$ cat src/design/calc_pkg.sv
`default_nettype none

package calc_pkg;

  // Datapath and register file
  localparam int calc_data_width_lp     = 32;
  localparam int calc_reg_addr_width_lp = 5;
  localparam int calc_shamt_width_lp    = $clog2(calc_data_width_lp);

  // Completion pipe depth, writeback taken from the last stage
  localparam int calc_comp_els_lp = 5;

  // Every stage input plus the writeback stage output
  localparam int calc_fwd_els_lp  = calc_comp_els_lp + 1;

  // Stage input that receives each pipe result
  localparam int calc_int_stage_lp = 0;
  localparam int calc_aux_stage_lp = 1;
  localparam int calc_mul_stage_lp = 3;

  typedef enum logic [3:0]
  {
    // Integer pipe
    e_op_add  = 4'h0,
    e_op_sub  = 4'h1,
    e_op_and  = 4'h2,
    e_op_or   = 4'h3,
    e_op_xor  = 4'h4,
    e_op_sll  = 4'h5,
    e_op_srl  = 4'h6,
    e_op_slt  = 4'h7,

    // Auxiliary pipe
    e_op_min  = 4'h8,
    e_op_max  = 4'h9,
    e_op_minu = 4'ha,
    e_op_maxu = 4'hb,

    // Multiply pipe, low half of the product
    e_op_mul  = 4'hc
  } calc_op_e;

endpackage

`default_nettype wire

$ cat src/design/calc_bypass.sv
`timescale 1ns/1ps
`default_nettype none

module calc_bypass
  (input  logic [calc_pkg::calc_reg_addr_width_lp-1:0] rs1_addr_i
  , input logic [calc_pkg::calc_reg_addr_width_lp-1:0] rs2_addr_i
  , input logic [calc_pkg::calc_data_width_lp-1:0]     rs1_data_i
  , input logic [calc_pkg::calc_data_width_lp-1:0]     rs2_data_i

  , input logic [calc_pkg::calc_fwd_els_lp-1:0]        fwd_v_i
  , input logic [calc_pkg::calc_fwd_els_lp-1:0][calc_pkg::calc_reg_addr_width_lp-1:0] fwd_addr_i
  , input logic [calc_pkg::calc_fwd_els_lp-1:0][calc_pkg::calc_data_width_lp-1:0]     fwd_data_i

  , output logic [calc_pkg::calc_data_width_lp-1:0]    rs1_o
  , output logic [calc_pkg::calc_data_width_lp-1:0]    rs2_o
  );

  // Entry 0 is the youngest, so scan oldest to youngest and let later hits win
  function automatic logic [calc_pkg::calc_data_width_lp-1:0] pick
    (input logic [calc_pkg::calc_reg_addr_width_lp-1:0] addr
    , input logic [calc_pkg::calc_data_width_lp-1:0] rf_data
    , input logic [calc_pkg::calc_fwd_els_lp-1:0] v
    , input logic [calc_pkg::calc_fwd_els_lp-1:0][calc_pkg::calc_reg_addr_width_lp-1:0] fwd_addr
    , input logic [calc_pkg::calc_fwd_els_lp-1:0][calc_pkg::calc_data_width_lp-1:0] fwd_data
    );
    logic [calc_pkg::calc_data_width_lp-1:0] sel;
    sel = rf_data;
    for (int i = calc_pkg::calc_fwd_els_lp-1; i >= 0; i--)
    begin
      if (v[i] && (fwd_addr[i] == addr))
      begin
        sel = fwd_data[i];
      end
    end
    // x0 is hardwired
    return (addr == '0) ? '0 : sel;
  endfunction

  assign rs1_o = pick(rs1_addr_i, rs1_data_i, fwd_v_i, fwd_addr_i, fwd_data_i);
  assign rs2_o = pick(rs2_addr_i, rs2_data_i, fwd_v_i, fwd_addr_i, fwd_data_i);

endmodule

`default_nettype wire

$ cat src/design/calc_issue.sv
`timescale 1ns/1ps
`default_nettype none

module calc_issue
  (input  logic                                          clk_i
  , input logic                                          rst_n_i

  , input logic                                          dispatch_v_i
  , input logic                                          poison_i
  , input calc_pkg::calc_op_e                            op_i
  , input logic [calc_pkg::calc_reg_addr_width_lp-1:0]   rd_addr_i
  , input logic [calc_pkg::calc_reg_addr_width_lp-1:0]   rs1_addr_i
  , input logic [calc_pkg::calc_reg_addr_width_lp-1:0]   rs2_addr_i
  , input logic [calc_pkg::calc_data_width_lp-1:0]       rs1_data_i
  , input logic [calc_pkg::calc_data_width_lp-1:0]       rs2_data_i

  , input logic [calc_pkg::calc_fwd_els_lp-1:0]          fwd_v_i
  , input logic [calc_pkg::calc_fwd_els_lp-1:0][calc_pkg::calc_reg_addr_width_lp-1:0] fwd_addr_i
  , input logic [calc_pkg::calc_fwd_els_lp-1:0][calc_pkg::calc_data_width_lp-1:0]     fwd_data_i

  , output logic                                         res_v_o
  , output logic                                         res_kill_o
  , output calc_pkg::calc_op_e                           res_op_o
  , output logic [calc_pkg::calc_reg_addr_width_lp-1:0]  res_rd_addr_o
  , output logic [calc_pkg::calc_data_width_lp-1:0]      res_rs1_o
  , output logic [calc_pkg::calc_data_width_lp-1:0]      res_rs2_o
  );

  logic [calc_pkg::calc_data_width_lp-1:0] bypass_rs1, bypass_rs2;

  calc_bypass bypass
    (.rs1_addr_i(rs1_addr_i)
    ,.rs2_addr_i(rs2_addr_i)
    ,.rs1_data_i(rs1_data_i)
    ,.rs2_data_i(rs2_data_i)
    ,.fwd_v_i(fwd_v_i)
    ,.fwd_addr_i(fwd_addr_i)
    ,.fwd_data_i(fwd_data_i)
    ,.rs1_o(bypass_rs1)
    ,.rs2_o(bypass_rs2)
    );

  always_ff @(posedge clk_i or negedge rst_n_i)
  begin
    if (!rst_n_i)
    begin
      res_v_o    <= 1'b0;
      res_kill_o <= 1'b0;
    end
    else
    begin
      res_v_o    <= dispatch_v_i;
      res_kill_o <= poison_i;
    end
  end

  // Reservation payload, corrected operands
  always_ff @(posedge clk_i)
  begin
    res_op_o      <= op_i;
    res_rd_addr_o <= rd_addr_i;
    res_rs1_o     <= bypass_rs1;
    res_rs2_o     <= bypass_rs2;
  end

endmodule

`default_nettype wire

$ cat src/design/calc_pipe_int.sv
`timescale 1ns/1ps
`default_nettype none

module calc_pipe_int
  (input  logic                                     res_v_i
  , input calc_pkg::calc_op_e                       res_op_i
  , input logic [calc_pkg::calc_data_width_lp-1:0]  res_rs1_i
  , input logic [calc_pkg::calc_data_width_lp-1:0]  res_rs2_i

  , output logic                                    v_o
  , output logic [calc_pkg::calc_data_width_lp-1:0] data_o
  );

  logic                                      is_int;
  logic                                      lt;
  logic [calc_pkg::calc_shamt_width_lp-1:0]  shamt;

  assign lt    = $signed(res_rs1_i) < $signed(res_rs2_i);
  assign shamt = res_rs2_i[calc_pkg::calc_shamt_width_lp-1:0];

  always_comb
  begin
    is_int = 1'b1;
    data_o = '0;
    case (res_op_i)
      calc_pkg::e_op_add: data_o = res_rs1_i + res_rs2_i;
      calc_pkg::e_op_sub: data_o = res_rs1_i - res_rs2_i;
      calc_pkg::e_op_and: data_o = res_rs1_i & res_rs2_i;
      calc_pkg::e_op_or:  data_o = res_rs1_i | res_rs2_i;
      calc_pkg::e_op_xor: data_o = res_rs1_i ^ res_rs2_i;
      calc_pkg::e_op_sll: data_o = res_rs1_i << shamt;
      calc_pkg::e_op_srl: data_o = res_rs1_i >> shamt;
      calc_pkg::e_op_slt:
      begin
        data_o = {{(calc_pkg::calc_data_width_lp-1){1'b0}}, lt};
      end
      // Not an integer op, another pipe owns it
      default:
      begin
        is_int = 1'b0;
      end
    endcase
  end

  assign v_o = res_v_i & is_int;

endmodule

`default_nettype wire

$ cat src/design/calc_pipe_aux.sv
`timescale 1ns/1ps
`default_nettype none

module calc_pipe_aux
  (input  logic                                     clk_i
  , input logic                                     rst_n_i

  , input logic                                     res_v_i
  , input calc_pkg::calc_op_e                       res_op_i
  , input logic [calc_pkg::calc_data_width_lp-1:0]  res_rs1_i
  , input logic [calc_pkg::calc_data_width_lp-1:0]  res_rs2_i

  , output logic                                    v_o
  , output logic [calc_pkg::calc_data_width_lp-1:0] data_o
  );

  logic                                    is_aux;
  logic                                    lt_s, lt_u;
  logic [calc_pkg::calc_data_width_lp-1:0] result;

  assign lt_s = $signed(res_rs1_i) < $signed(res_rs2_i);
  assign lt_u = res_rs1_i < res_rs2_i;

  always_comb
  begin
    is_aux = 1'b1;
    result = '0;
    case (res_op_i)
      calc_pkg::e_op_min:  result = lt_s ? res_rs1_i : res_rs2_i;
      calc_pkg::e_op_max:  result = lt_s ? res_rs2_i : res_rs1_i;
      calc_pkg::e_op_minu: result = lt_u ? res_rs1_i : res_rs2_i;
      calc_pkg::e_op_maxu: result = lt_u ? res_rs2_i : res_rs1_i;
      default:             is_aux = 1'b0;
    endcase
  end

  always_ff @(posedge clk_i or negedge rst_n_i)
  begin
    if (!rst_n_i)
      v_o <= 1'b0;
    else
      v_o <= res_v_i & is_aux;
  end

  // Second cycle of latency
  always_ff @(posedge clk_i)
  begin
    data_o <= result;
  end

endmodule

`default_nettype wire

$ cat src/design/calc_pipe_mul.sv
`timescale 1ns/1ps
`default_nettype none

module calc_pipe_mul
  (input  logic                                     clk_i
  , input logic                                     rst_n_i

  , input logic                                     res_v_i
  , input calc_pkg::calc_op_e                       res_op_i
  , input logic [calc_pkg::calc_data_width_lp-1:0]  res_rs1_i
  , input logic [calc_pkg::calc_data_width_lp-1:0]  res_rs2_i

  , output logic                                    v_o
  , output logic [calc_pkg::calc_data_width_lp-1:0] data_o
  );

  localparam int regs_lp = calc_pkg::calc_mul_stage_lp;

  logic [calc_pkg::calc_data_width_lp-1:0]              product;
  logic [regs_lp-1:0]                                   v_r;
  logic [regs_lp-1:0][calc_pkg::calc_data_width_lp-1:0] data_r;

  // Low half only
  assign product = res_rs1_i * res_rs2_i;

  always_ff @(posedge clk_i or negedge rst_n_i)
  begin
    if (!rst_n_i)
      v_r <= '0;
    else
      v_r <= {v_r[regs_lp-2:0], res_v_i & (res_op_i == calc_pkg::e_op_mul)};
  end

  always_ff @(posedge clk_i)
  begin
    data_r <= {data_r[regs_lp-2:0], product};
  end

  assign v_o    = v_r[regs_lp-1];
  assign data_o = data_r[regs_lp-1];

  v_known_a: assert property (@(posedge clk_i) disable iff (!rst_n_i) !$isunknown(v_o));

endmodule

`default_nettype wire

$ cat src/design/calc_completion.sv
`timescale 1ns/1ps
`default_nettype none

module calc_completion
  (input  logic                                          clk_i
  , input logic                                          rst_n_i

  , input logic                                          res_v_i
  , input logic                                          res_kill_i
  , input logic [calc_pkg::calc_reg_addr_width_lp-1:0]   res_rd_addr_i
  , input logic                                          flush_i

  , input logic                                          int_v_i
  , input logic [calc_pkg::calc_data_width_lp-1:0]       int_data_i
  , input logic                                          aux_v_i
  , input logic [calc_pkg::calc_data_width_lp-1:0]       aux_data_i
  , input logic                                          mul_v_i
  , input logic [calc_pkg::calc_data_width_lp-1:0]       mul_data_i

  , output logic [calc_pkg::calc_fwd_els_lp-1:0]         fwd_v_o
  , output logic [calc_pkg::calc_fwd_els_lp-1:0][calc_pkg::calc_reg_addr_width_lp-1:0] fwd_addr_o
  , output logic [calc_pkg::calc_fwd_els_lp-1:0][calc_pkg::calc_data_width_lp-1:0]     fwd_data_o

  , output logic                                         iwb_v_o
  , output logic [calc_pkg::calc_reg_addr_width_lp-1:0]  iwb_rd_addr_o
  , output logic [calc_pkg::calc_data_width_lp-1:0]      iwb_data_o
  );

  localparam int els_lp  = calc_pkg::calc_comp_els_lp;
  localparam int last_lp = calc_pkg::calc_comp_els_lp - 1;

  // Write-valid and result-produced bits per stage
  logic [els_lp-1:0] wv_n, wv_r;
  logic [els_lp-1:0] prod_n, prod_r;

  logic [els_lp-1:0][calc_pkg::calc_reg_addr_width_lp-1:0] addr_n, addr_r;
  logic [els_lp-1:0][calc_pkg::calc_data_width_lp-1:0]     data_n, data_r;

  always_comb
  begin
    wv_n[0]   = res_v_i & ~res_kill_i;
    prod_n[0] = 1'b0;
    addr_n[0] = res_rd_addr_i;
    data_n[0] = '0;
    for (int i = 1; i < els_lp; i++)
    begin
      wv_n[i]   = wv_r[i-1];
      prod_n[i] = prod_r[i-1];
      addr_n[i] = addr_r[i-1];
      data_n[i] = data_r[i-1];
    end

    // Static latencies, so at most one pipe lands per instruction
    prod_n[calc_pkg::calc_int_stage_lp] |= int_v_i;
    data_n[calc_pkg::calc_int_stage_lp] |= int_v_i ? int_data_i : '0;
    prod_n[calc_pkg::calc_aux_stage_lp] |= aux_v_i;
    data_n[calc_pkg::calc_aux_stage_lp] |= aux_v_i ? aux_data_i : '0;
    prod_n[calc_pkg::calc_mul_stage_lp] |= mul_v_i;
    data_n[calc_pkg::calc_mul_stage_lp] |= mul_v_i ? mul_data_i : '0;

    // Flush hits the two youngest
    wv_n[0] &= ~flush_i;
    wv_n[1] &= ~flush_i;
  end

  always_ff @(posedge clk_i or negedge rst_n_i)
  begin
    if (!rst_n_i)
    begin
      wv_r   <= '0;
      prod_r <= '0;
    end
    else
    begin
      wv_r   <= wv_n;
      prod_r <= prod_n;
    end
  end

  always_ff @(posedge clk_i)
  begin
    addr_r <= addr_n;
    data_r <= data_n;
  end

  // Stage inputs youngest first, then the writeback stage
  always_comb
  begin
    for (int i = 0; i < els_lp; i++)
    begin
      fwd_v_o[i]    = wv_n[i] & prod_n[i];
      fwd_addr_o[i] = addr_n[i];
      fwd_data_o[i] = data_n[i];
    end
    fwd_v_o[calc_pkg::calc_fwd_els_lp-1]    = wv_r[last_lp] & prod_r[last_lp];
    fwd_addr_o[calc_pkg::calc_fwd_els_lp-1] = addr_r[last_lp];
    fwd_data_o[calc_pkg::calc_fwd_els_lp-1] = data_r[last_lp];
  end

  assign iwb_v_o       = wv_r[last_lp];
  assign iwb_rd_addr_o = addr_r[last_lp];
  assign iwb_data_o    = data_r[last_lp];

  // An instruction that already has a result must not get a second one
  single_result_a: assert property (@(posedge clk_i) disable iff (!rst_n_i)
    !((aux_v_i && prod_r[calc_pkg::calc_aux_stage_lp-1])
      || (mul_v_i && prod_r[calc_pkg::calc_mul_stage_lp-1])));

endmodule

`default_nettype wire

$ cat src/design/calc_top.sv
`timescale 1ns/1ps
`default_nettype none

module calc_top
  (input  logic                                          clk_i
  , input logic                                          rst_n_i

  , input logic                                          dispatch_v_i
  , input logic                                          poison_i
  , input calc_pkg::calc_op_e                            op_i
  , input logic [calc_pkg::calc_reg_addr_width_lp-1:0]   rd_addr_i
  , input logic [calc_pkg::calc_reg_addr_width_lp-1:0]   rs1_addr_i
  , input logic [calc_pkg::calc_reg_addr_width_lp-1:0]   rs2_addr_i
  , input logic [calc_pkg::calc_data_width_lp-1:0]       rs1_data_i
  , input logic [calc_pkg::calc_data_width_lp-1:0]       rs2_data_i
  , input logic                                          flush_i

  , output logic                                         iwb_v_o
  , output logic [calc_pkg::calc_reg_addr_width_lp-1:0]  iwb_rd_addr_o
  , output logic [calc_pkg::calc_data_width_lp-1:0]      iwb_data_o
  );

  logic                                         res_v, res_kill;
  calc_pkg::calc_op_e                           res_op;
  logic [calc_pkg::calc_reg_addr_width_lp-1:0]  res_rd_addr;
  logic [calc_pkg::calc_data_width_lp-1:0]      res_rs1, res_rs2;

  logic                                         int_v, aux_v, mul_v;
  logic [calc_pkg::calc_data_width_lp-1:0]      int_data, aux_data, mul_data;

  logic [calc_pkg::calc_fwd_els_lp-1:0]                                       fwd_v;
  logic [calc_pkg::calc_fwd_els_lp-1:0][calc_pkg::calc_reg_addr_width_lp-1:0] fwd_addr;
  logic [calc_pkg::calc_fwd_els_lp-1:0][calc_pkg::calc_data_width_lp-1:0]     fwd_data;

  calc_issue issue
    (.clk_i(clk_i)
    ,.rst_n_i(rst_n_i)
    ,.dispatch_v_i(dispatch_v_i)
    ,.poison_i(poison_i)
    ,.op_i(op_i)
    ,.rd_addr_i(rd_addr_i)
    ,.rs1_addr_i(rs1_addr_i)
    ,.rs2_addr_i(rs2_addr_i)
    ,.rs1_data_i(rs1_data_i)
    ,.rs2_data_i(rs2_data_i)
    ,.fwd_v_i(fwd_v)
    ,.fwd_addr_i(fwd_addr)
    ,.fwd_data_i(fwd_data)
    ,.res_v_o(res_v)
    ,.res_kill_o(res_kill)
    ,.res_op_o(res_op)
    ,.res_rd_addr_o(res_rd_addr)
    ,.res_rs1_o(res_rs1)
    ,.res_rs2_o(res_rs2)
    );

  // Integer pipe, result in the reservation cycle
  calc_pipe_int pipe_int
    (.res_v_i(res_v)
    ,.res_op_i(res_op)
    ,.res_rs1_i(res_rs1)
    ,.res_rs2_i(res_rs2)
    ,.v_o(int_v)
    ,.data_o(int_data)
    );

  calc_pipe_aux pipe_aux
    (.clk_i(clk_i)
    ,.rst_n_i(rst_n_i)
    ,.res_v_i(res_v)
    ,.res_op_i(res_op)
    ,.res_rs1_i(res_rs1)
    ,.res_rs2_i(res_rs2)
    ,.v_o(aux_v)
    ,.data_o(aux_data)
    );

  calc_pipe_mul pipe_mul
    (.clk_i(clk_i)
    ,.rst_n_i(rst_n_i)
    ,.res_v_i(res_v)
    ,.res_op_i(res_op)
    ,.res_rs1_i(res_rs1)
    ,.res_rs2_i(res_rs2)
    ,.v_o(mul_v)
    ,.data_o(mul_data)
    );

  calc_completion completion
    (.clk_i(clk_i)
    ,.rst_n_i(rst_n_i)
    ,.res_v_i(res_v)
    ,.res_kill_i(res_kill)
    ,.res_rd_addr_i(res_rd_addr)
    ,.flush_i(flush_i)
    ,.int_v_i(int_v)
    ,.int_data_i(int_data)
    ,.aux_v_i(aux_v)
    ,.aux_data_i(aux_data)
    ,.mul_v_i(mul_v)
    ,.mul_data_i(mul_data)
    ,.fwd_v_o(fwd_v)
    ,.fwd_addr_o(fwd_addr)
    ,.fwd_data_o(fwd_data)
    ,.iwb_v_o(iwb_v_o)
    ,.iwb_rd_addr_o(iwb_rd_addr_o)
    ,.iwb_data_o(iwb_data_o)
    );

endmodule

`default_nettype wire

$ cat config.mk
export PLATFORM = sky130hd
export DESIGN_NAME = calc_top
export DESIGN_NICKNAME = d
export VERILOG_FILES = /design/src/design/calc_pkg.sv /design/src/design/calc_bypass.sv /design/src/design/calc_issue.sv /design/src/design/calc_pipe_int.sv /design/src/design/calc_pipe_aux.sv /design/src/design/calc_pipe_mul.sv /design/src/design/calc_completion.sv /design/src/design/calc_top.sv
export SDC_FILE = /design/constraint.sdc
export NUM_CORES = 2
export LEC_CHECK = 0
export BUFFER_PORTS_ARGS = -buffer_cell sky130_fd_sc_hd__buf_2
export CORE_MARGIN = 3
export CORE_UTILIZATION = 40
export CTS_BUF_LIST = sky130_fd_sc_hd__clkbuf_8
export DETAILED_ROUTE_END_ITERATION = 16
export GPL_TIMING_DRIVEN = 0
export SKIP_CTS_REPAIR_TIMING = 1
export SLEW_MARGIN = 10
export SYNTH_ARGS = -nofsm -noshare
export SYNTH_HDL_FRONTEND = slang
export SYNTH_HIERARCHICAL = 1
export SYNTH_SLANG_ARGS = --single-unit
$ cat constraint.sdc
create_clock -name clk_i -period 21.4 [get_ports clk_i]
set_input_delay 3.21 -clock clk_i [delete_from_list [all_inputs] [get_ports clk_i]]
set_output_delay 3.21 -clock clk_i [all_outputs]
set_load 0.01 [all_outputs]
# Word-level counts from Yosys, hierarchy flattened
# Cells that the tools add are included.
dict set report word_totals {
  reg_bits 402
  output_inout_bits 38
  input_bits 88
  elab_cells 116
}
dict set report op_classes {
  reduce_logical 17
  n_bitwise 21
  n_mul 1
  n_addsub 2
  n_lt_le_gt_ge 2
  shifts 2
  n_mux 23
  n_eq_ne 24
}
# op count
set ops {}
lappend ops {{$mux W32} 19}
lappend ops {{$pmux W32 S8} 1}
lappend ops {{$pmux W32 S4} 1}
lappend ops {{$or A32 B32 Y32} 3}
lappend ops {{$lt A32 B32 Y1} 2}
lappend ops {{$eq A5 B5 Y1} 12}
lappend ops {{$add A32 B32 Y32} 1}
lappend ops {{$and A32 B32 Y32} 1}
lappend ops {{$mul A32 B32 Y32} 1}
lappend ops {{$shl A32 B5 Y32} 1}
lappend ops {{$shr A32 B5 Y32} 1}
lappend ops {{$sub A32 B32 Y32} 1}
lappend ops {{$xor A32 B32 Y32} 1}
lappend ops {{$eq A4 B4 Y1 const B} 5}
lappend ops {{$eq A4 B3 Y1 const B} 4}
lappend ops {{$and A1 B1 Y1} 12}
lappend ops {{$logic_and A1 B1 Y1} 12}
lappend ops {{$logic_not A5 Y1} 2}
lappend ops {{$eq A4 B2 Y1 const B} 2}
lappend ops {{$reduce_or A8 Y1} 1}
lappend ops {{$eq A4 B1 Y1 const B} 1}
lappend ops {{$logic_not A4 Y1} 1}
lappend ops {{$reduce_or A4 Y1} 1}
lappend ops {{$mux W1} 2}
lappend ops {{2 further kinds} 4}

# Logic depth before layout (Yosys ltp)
dict set report logic_depth {
  depth_word 8
  mapped_depth 26
  depth_no_buf 24
}

# By module
# Netlist, hierarchy kept.
# module area_each_um2 cells_per_inst seq_area_each_um2 instances
set by_module_without_submodules {}
lappend by_module_without_submodules {calc_pipe_mul 18008.5 1845 1996.9 1}
lappend by_module_without_submodules {calc_pipe_int 8064.0 1168 0.0 1}
lappend by_module_without_submodules {calc_bypass 6840.3 1055 0.0 1}
lappend by_module_without_submodules {calc_completion 5811.8 450 3953.8 1}
lappend by_module_without_submodules {calc_pipe_aux 2275.9 286 665.6 1}
lappend by_module_without_submodules {calc_issue 1511.4 75 1511.4 1}

# Worst setup path before layout
# OpenSTA, ideal clock, no wires.
dict set report synth_path {
  path_kind {register to register}
  startpoint {register issue/res_rs1_o[12] in the netlist's numbering}
  endpoint {register pipe_mul/data_r[28] in the netlist's numbering}
  t_arrival_ns 6.589
  path_stages_with_launch 22
  synth_period_minus_slack_ns 6.711
  setup_slack_ns 14.689
  required_ns 21.278
  setup_ns 0.122
  n_path_buf 2
  path_cell_list {dfxtp_1 -> clkbuf_1 -> clkbuf_1 -> nand2_1 -> fa_1 -> fa_1 -> fa_1 -> inv_1 -> fa_1 -> inv_1 -> fa_1 -> inv_1 -> fa_1 -> fa_1 -> fa_1 -> ha_1 -> and3_1 -> a31oi_1 -> o21ai_0 -> a211o_1 -> and4b_1 -> a311o_1}
}
dict set report synth_via {
  elab_chain_len 1
}
# item line
set synth_lines {}
lappend synth_lines {{start, declared} calc_issue.sv:25} ;# , output logic [calc_pkg::calc_data_width_lp-1:0] res_rs1_o
lappend synth_lines {{start signal, assigned} calc_issue.sv:62} ;# res_rs1_o <= bypass_rs1;
lappend synth_lines {{$mul A32 B32 Y32} calc_pipe_mul.sv:24} ;# assign product = res_rs1_i * res_rs2_i;
lappend synth_lines {{net pipe_mul.product, one bit} calc_pipe_mul.sv:19} ;# logic [calc_pkg::calc_data_width_lp-1:0] product;
lappend synth_lines {{end signal, assigned} calc_pipe_mul.sv:36} ;# data_r <= {data_r[regs_lp-2:0], product};
lappend synth_lines {{end, declared} calc_pipe_mul.sv:21} ;# logic [regs_lp-1:0][calc_pkg::calc_data_width_lp-1:0] data_r;
# The timed path passes the listed nets, and every way through them passes these cells.
# A chain may end at the register's enable or synchronous reset.

# Final worst setup path
dict set report layout_path {
  startpoint {register issue/res_rs1_o[12] in the netlist's numbering}
  endpoint {register pipe_mul/data_r[31] in the netlist's numbering}
}
# The elaborated chain is that of the path after synthesis.

==> impl_metrics.py <==
metrics = {
    "cts": {
        "cts_buffers": 61,
        "clock_transition_time_at_the_flip_flop_clock_pins_of_the_worst_setup_and_hold_paths_ns": 0.07,
        "cts_tree": "done",
        "cts_htree_levels": 2,
        "clk_root_buffer_cell": "clkbuf_8",
        "clock_tree.buffer_depth": 3,
        "clock-sinks": 402,
        "clock_latency_ns": 0.72,
    },
    "floorplan": {
        "die-height_um": 332,
        "fp.coreArea_um2": 105000,
        "design.die.area_um2": 110000,
        "initial_core_util_pct": 40.7,
        "ioPinCount": 126,
        "num_rows": 118,
        "die_x_um": 332,
    },
    "yosys": {
        "post_synthesis_instance_total": 4879,
        "synth-seq-area-share_pct": 19.1,
        "post-synth-top-area-fraction_pct": 19.3,
        "asyncSetResetFlopFracSynth_pct": 3.98,
        "post-synth-top-count-cell": "inv_1",
        "postSynthAreaPerCell_um2": 8.71,
        "synthTopCellsByArea": "fa_1 (19%), dfxtp_1 (18%), ha_1 (7.7%)",
        "syn_nets": 5637,
        "synthesis_warnings": 6,
        "cell_type_with_the_largest_total_area_after_synthesis": "fa_1",
        "ys_types": 117,
        "netlist_top_cells_count": "inv_1 (515), and2_1 (411), fa_1 (410), dfxtp_1 (386), ha_1 (260)",
        "synth-main-ff-cell": "dfxtp_1",
        "yosys_register_bits": 402,
        "synth_edf_count": 0,
        "syn_area_um2": 42500,
    },
    "critical_path": {
        "worstPathRequired_ns": 21.92,
        "worst_setup_path_start_kind": "flop",
        "setup.worst_path.class": "flop to flop",
        "crit_path_end_kind": "flop",
        "worst-path-max-fanout": 15,
        "arrival_ns": 9.17,
    },
    "detailed_routing": {
        "drtIter0Drc": 4357,
        "residual_antenna_violating_net_count_after_detailed_routing": 0,
        "wirelength_um": 182000,
        "routed_via_density": 5.96,
        "route.detailed.wl_per_inst_um": 27.9,
        "dr.pass1.iters": 6,
        "drcViolationCount": 0,
        "via_count": 38800,
    },
    "sta": {
        "finalClockSkew_ns": 0.0775,
        "hold_violations": 0,
        "final_min_period_over_clock_period_pct": 40.4,
        "clock.fmax_mhz": 116,
        "setup_viol": 0,
        "max_slew_margin_pct": -0.900,
        "tns_ns": 0,
        "grt_setup_unrepaired": "false",
        "post-route-min-period_ns": 8.65,
        "worst_slew_pin_slew_ns": 1.51,
        "slew_viol_final": 39,
    },
    "cells_and_area": {
        "post_route_cells_drive_above_1_share_pct": 12.1,
        "nNetsFinal": 5816,
        "finalCoreUtilization_pct": 44.3,
        "syn2layout_area_growth_pct": 8.85,
        "nFillCells": 10600,
    },
    "run": {
        "maxCapViolCount": 2,
    },
    "global_route": {
        "grt_overflow": 0,
        "grt_antenna_before_repair": 11,
        "grt_start_max_net_pins": 23,
        "first_global_vias": 38700,
        "groute.usage.overall_pct": 32.2,
        "wire_length_of_the_first_global_routing_pass_um": 264000,
    },
    "outcome": {
        "violated_checks": "capacitance limit, slew limit",
        "result_of_the_run": "complete, but fails checks",
    },
    "place": {
        "place_congestion": 1.04,
        "port_buffers": 115,
        "hpwl_um": 143000,
    },
    "min_path": {
        "holdCritPathClass": "flop to flop",
    },
}
[cell type report]
type	count	area, um^2	area share [%]
diodes	14	35.0	0.0757
repair buffers	116	596	1.29
inverters	524	1970	4.25
flip-flops and latches	402	8140	17.6
clock inverters	34	325	0.703
well taps	1380	1730	3.73
multi-input cells	3437	29500	63.8
plain buffers	516	2900	6.26
clock buffers	77	1060	2.29
[state kept, by name, indices dropped and copies added, names as in the netlist]
signal / count
issue/res_rs1_o: 32
issue/res_v_o: 1
issue/res_rs2_o: 32
completion/wv_r: 5
pipe_aux/data_o: 32
issue/res_op_o: 4
pipe_mul/data_o: 32
pipe_mul/data_r: 64
completion/fwd_addr_o: 20
completion/iwb_rd_addr_o: 5
pipe_mul/v_r: 3
issue/res_kill_o: 1
completion/fwd_data_o: 64
issue/res_rd_addr_o: 5
completion/prod_r: 5
pipe_aux/v_o: 1
completion/data_r: 64
completion/iwb_data_o: 32
[final timing paths]
kind                                          start             endpoint  slack (ns)  cells past startpoint
worst max-delay path            issue/res_rs1_o[12]  pipe_mul/data_r[31]       12.75                     22
worst min-delay path            pipe_mul/data_r[31]  pipe_mul/data_r[63]        0.30                      0
worst max register to register  issue/res_rs1_o[12]  pipe_mul/data_r[31]       12.75                     22
worst min register to register  pipe_mul/data_r[31]  pipe_mul/data_r[63]        0.30                      0
max in group asynchronous                   rst_n_i   completion/wv_r[4]       18.62                      1
min in group asynchronous                   rst_n_i        issue/res_v_o        2.44                      1
[worst max-delay path: stages, from the launching register on]
cell      delay (ns)
dfxtp_1         0.99
clkbuf_1        0.69
clkbuf_1        0.60
nand2_1         0.16
fa_1            0.55
fa_1            0.46
fa_1            0.55
inv_1           0.05
fa_1            0.53
inv_1           0.07
fa_1            0.53
inv_1           0.06
fa_1            0.51
fa_1            0.43
fa_1            0.52
ha_1            0.40
a21o_1          0.21
a21oi_1         0.18
a21boi_0        0.16
o211ai_1        0.13
a21oi_1         0.07
a211oi_2        0.42
xnor2_1         0.15
[metal layers]
metal  vias to the layer above  share of wire [%]  global-route usage, %  routed length [um]
met3                       497                9.1                   5.85               16500
met5                         -             0.0072                      0                  13
met4                         2                5.7                   15.6               10400
met1                     19200                 40                   42.4               73500
met2                      2249                 45                   51.1               81100
li1                      16800                  -                      -                   -
[stage by stage]
step | setup slack [ns] | cell area, um^2 | hold slack [ns] | std cells
after floorplan | 14.69 | 42500 | 0.310 | 4879
after global placement | 12.92 | 44800 | 0.310 | 6374
after detailed placement | 12.91 | 44800 | 0.312 | 6375
after CTS | 12.81 | 46200 | 0.302 | 6486
after global routing | 12.46 | 46200 | 0.307 | 6487
final | 12.75 | 46300 | 0.298 | 6500
[layout by cell type, fill, tap and decap left out, types with 74 or more instances in the layout]
master    count
a21o_1       85
a21oi_1     187
a22oi_1      98
a31oi_1      80
and2_1      411
buf_2       183
buf_4       178
clkbuf_1    231
clkbuf_8     80
dfxtp_1     375
fa_1        410
ha_1        260
inv_1       526
nand2_1     255
nand3_1     123
nor2_1      242
nor3_1      109
o21ai_0     135
or3_1        74
xnor2_1     131
[cells by family (layout without fill, tap and decap cells)]
logic type               count (synthesis)  in the layout  share of synthesized area (%)
AND/OR/NAND/NOR                       1427           1427                           17.9
AO/OA/AOI/OAI                         1077           1077                           17.9
other                                    0             14                              0
XOR/XNOR                               173            173                           3.66
adder cells (fa/ha/maj)                670            670                           27.0
flip-flops                             402            402                           19.1
buffers and inverters                 1040           1267                           11.4
multiplexers                            90             90                           3.02
Power is left out: the tool's default activity adds up to more than one toggle a clock period on the data nets, which glitch-free logic cannot reach.
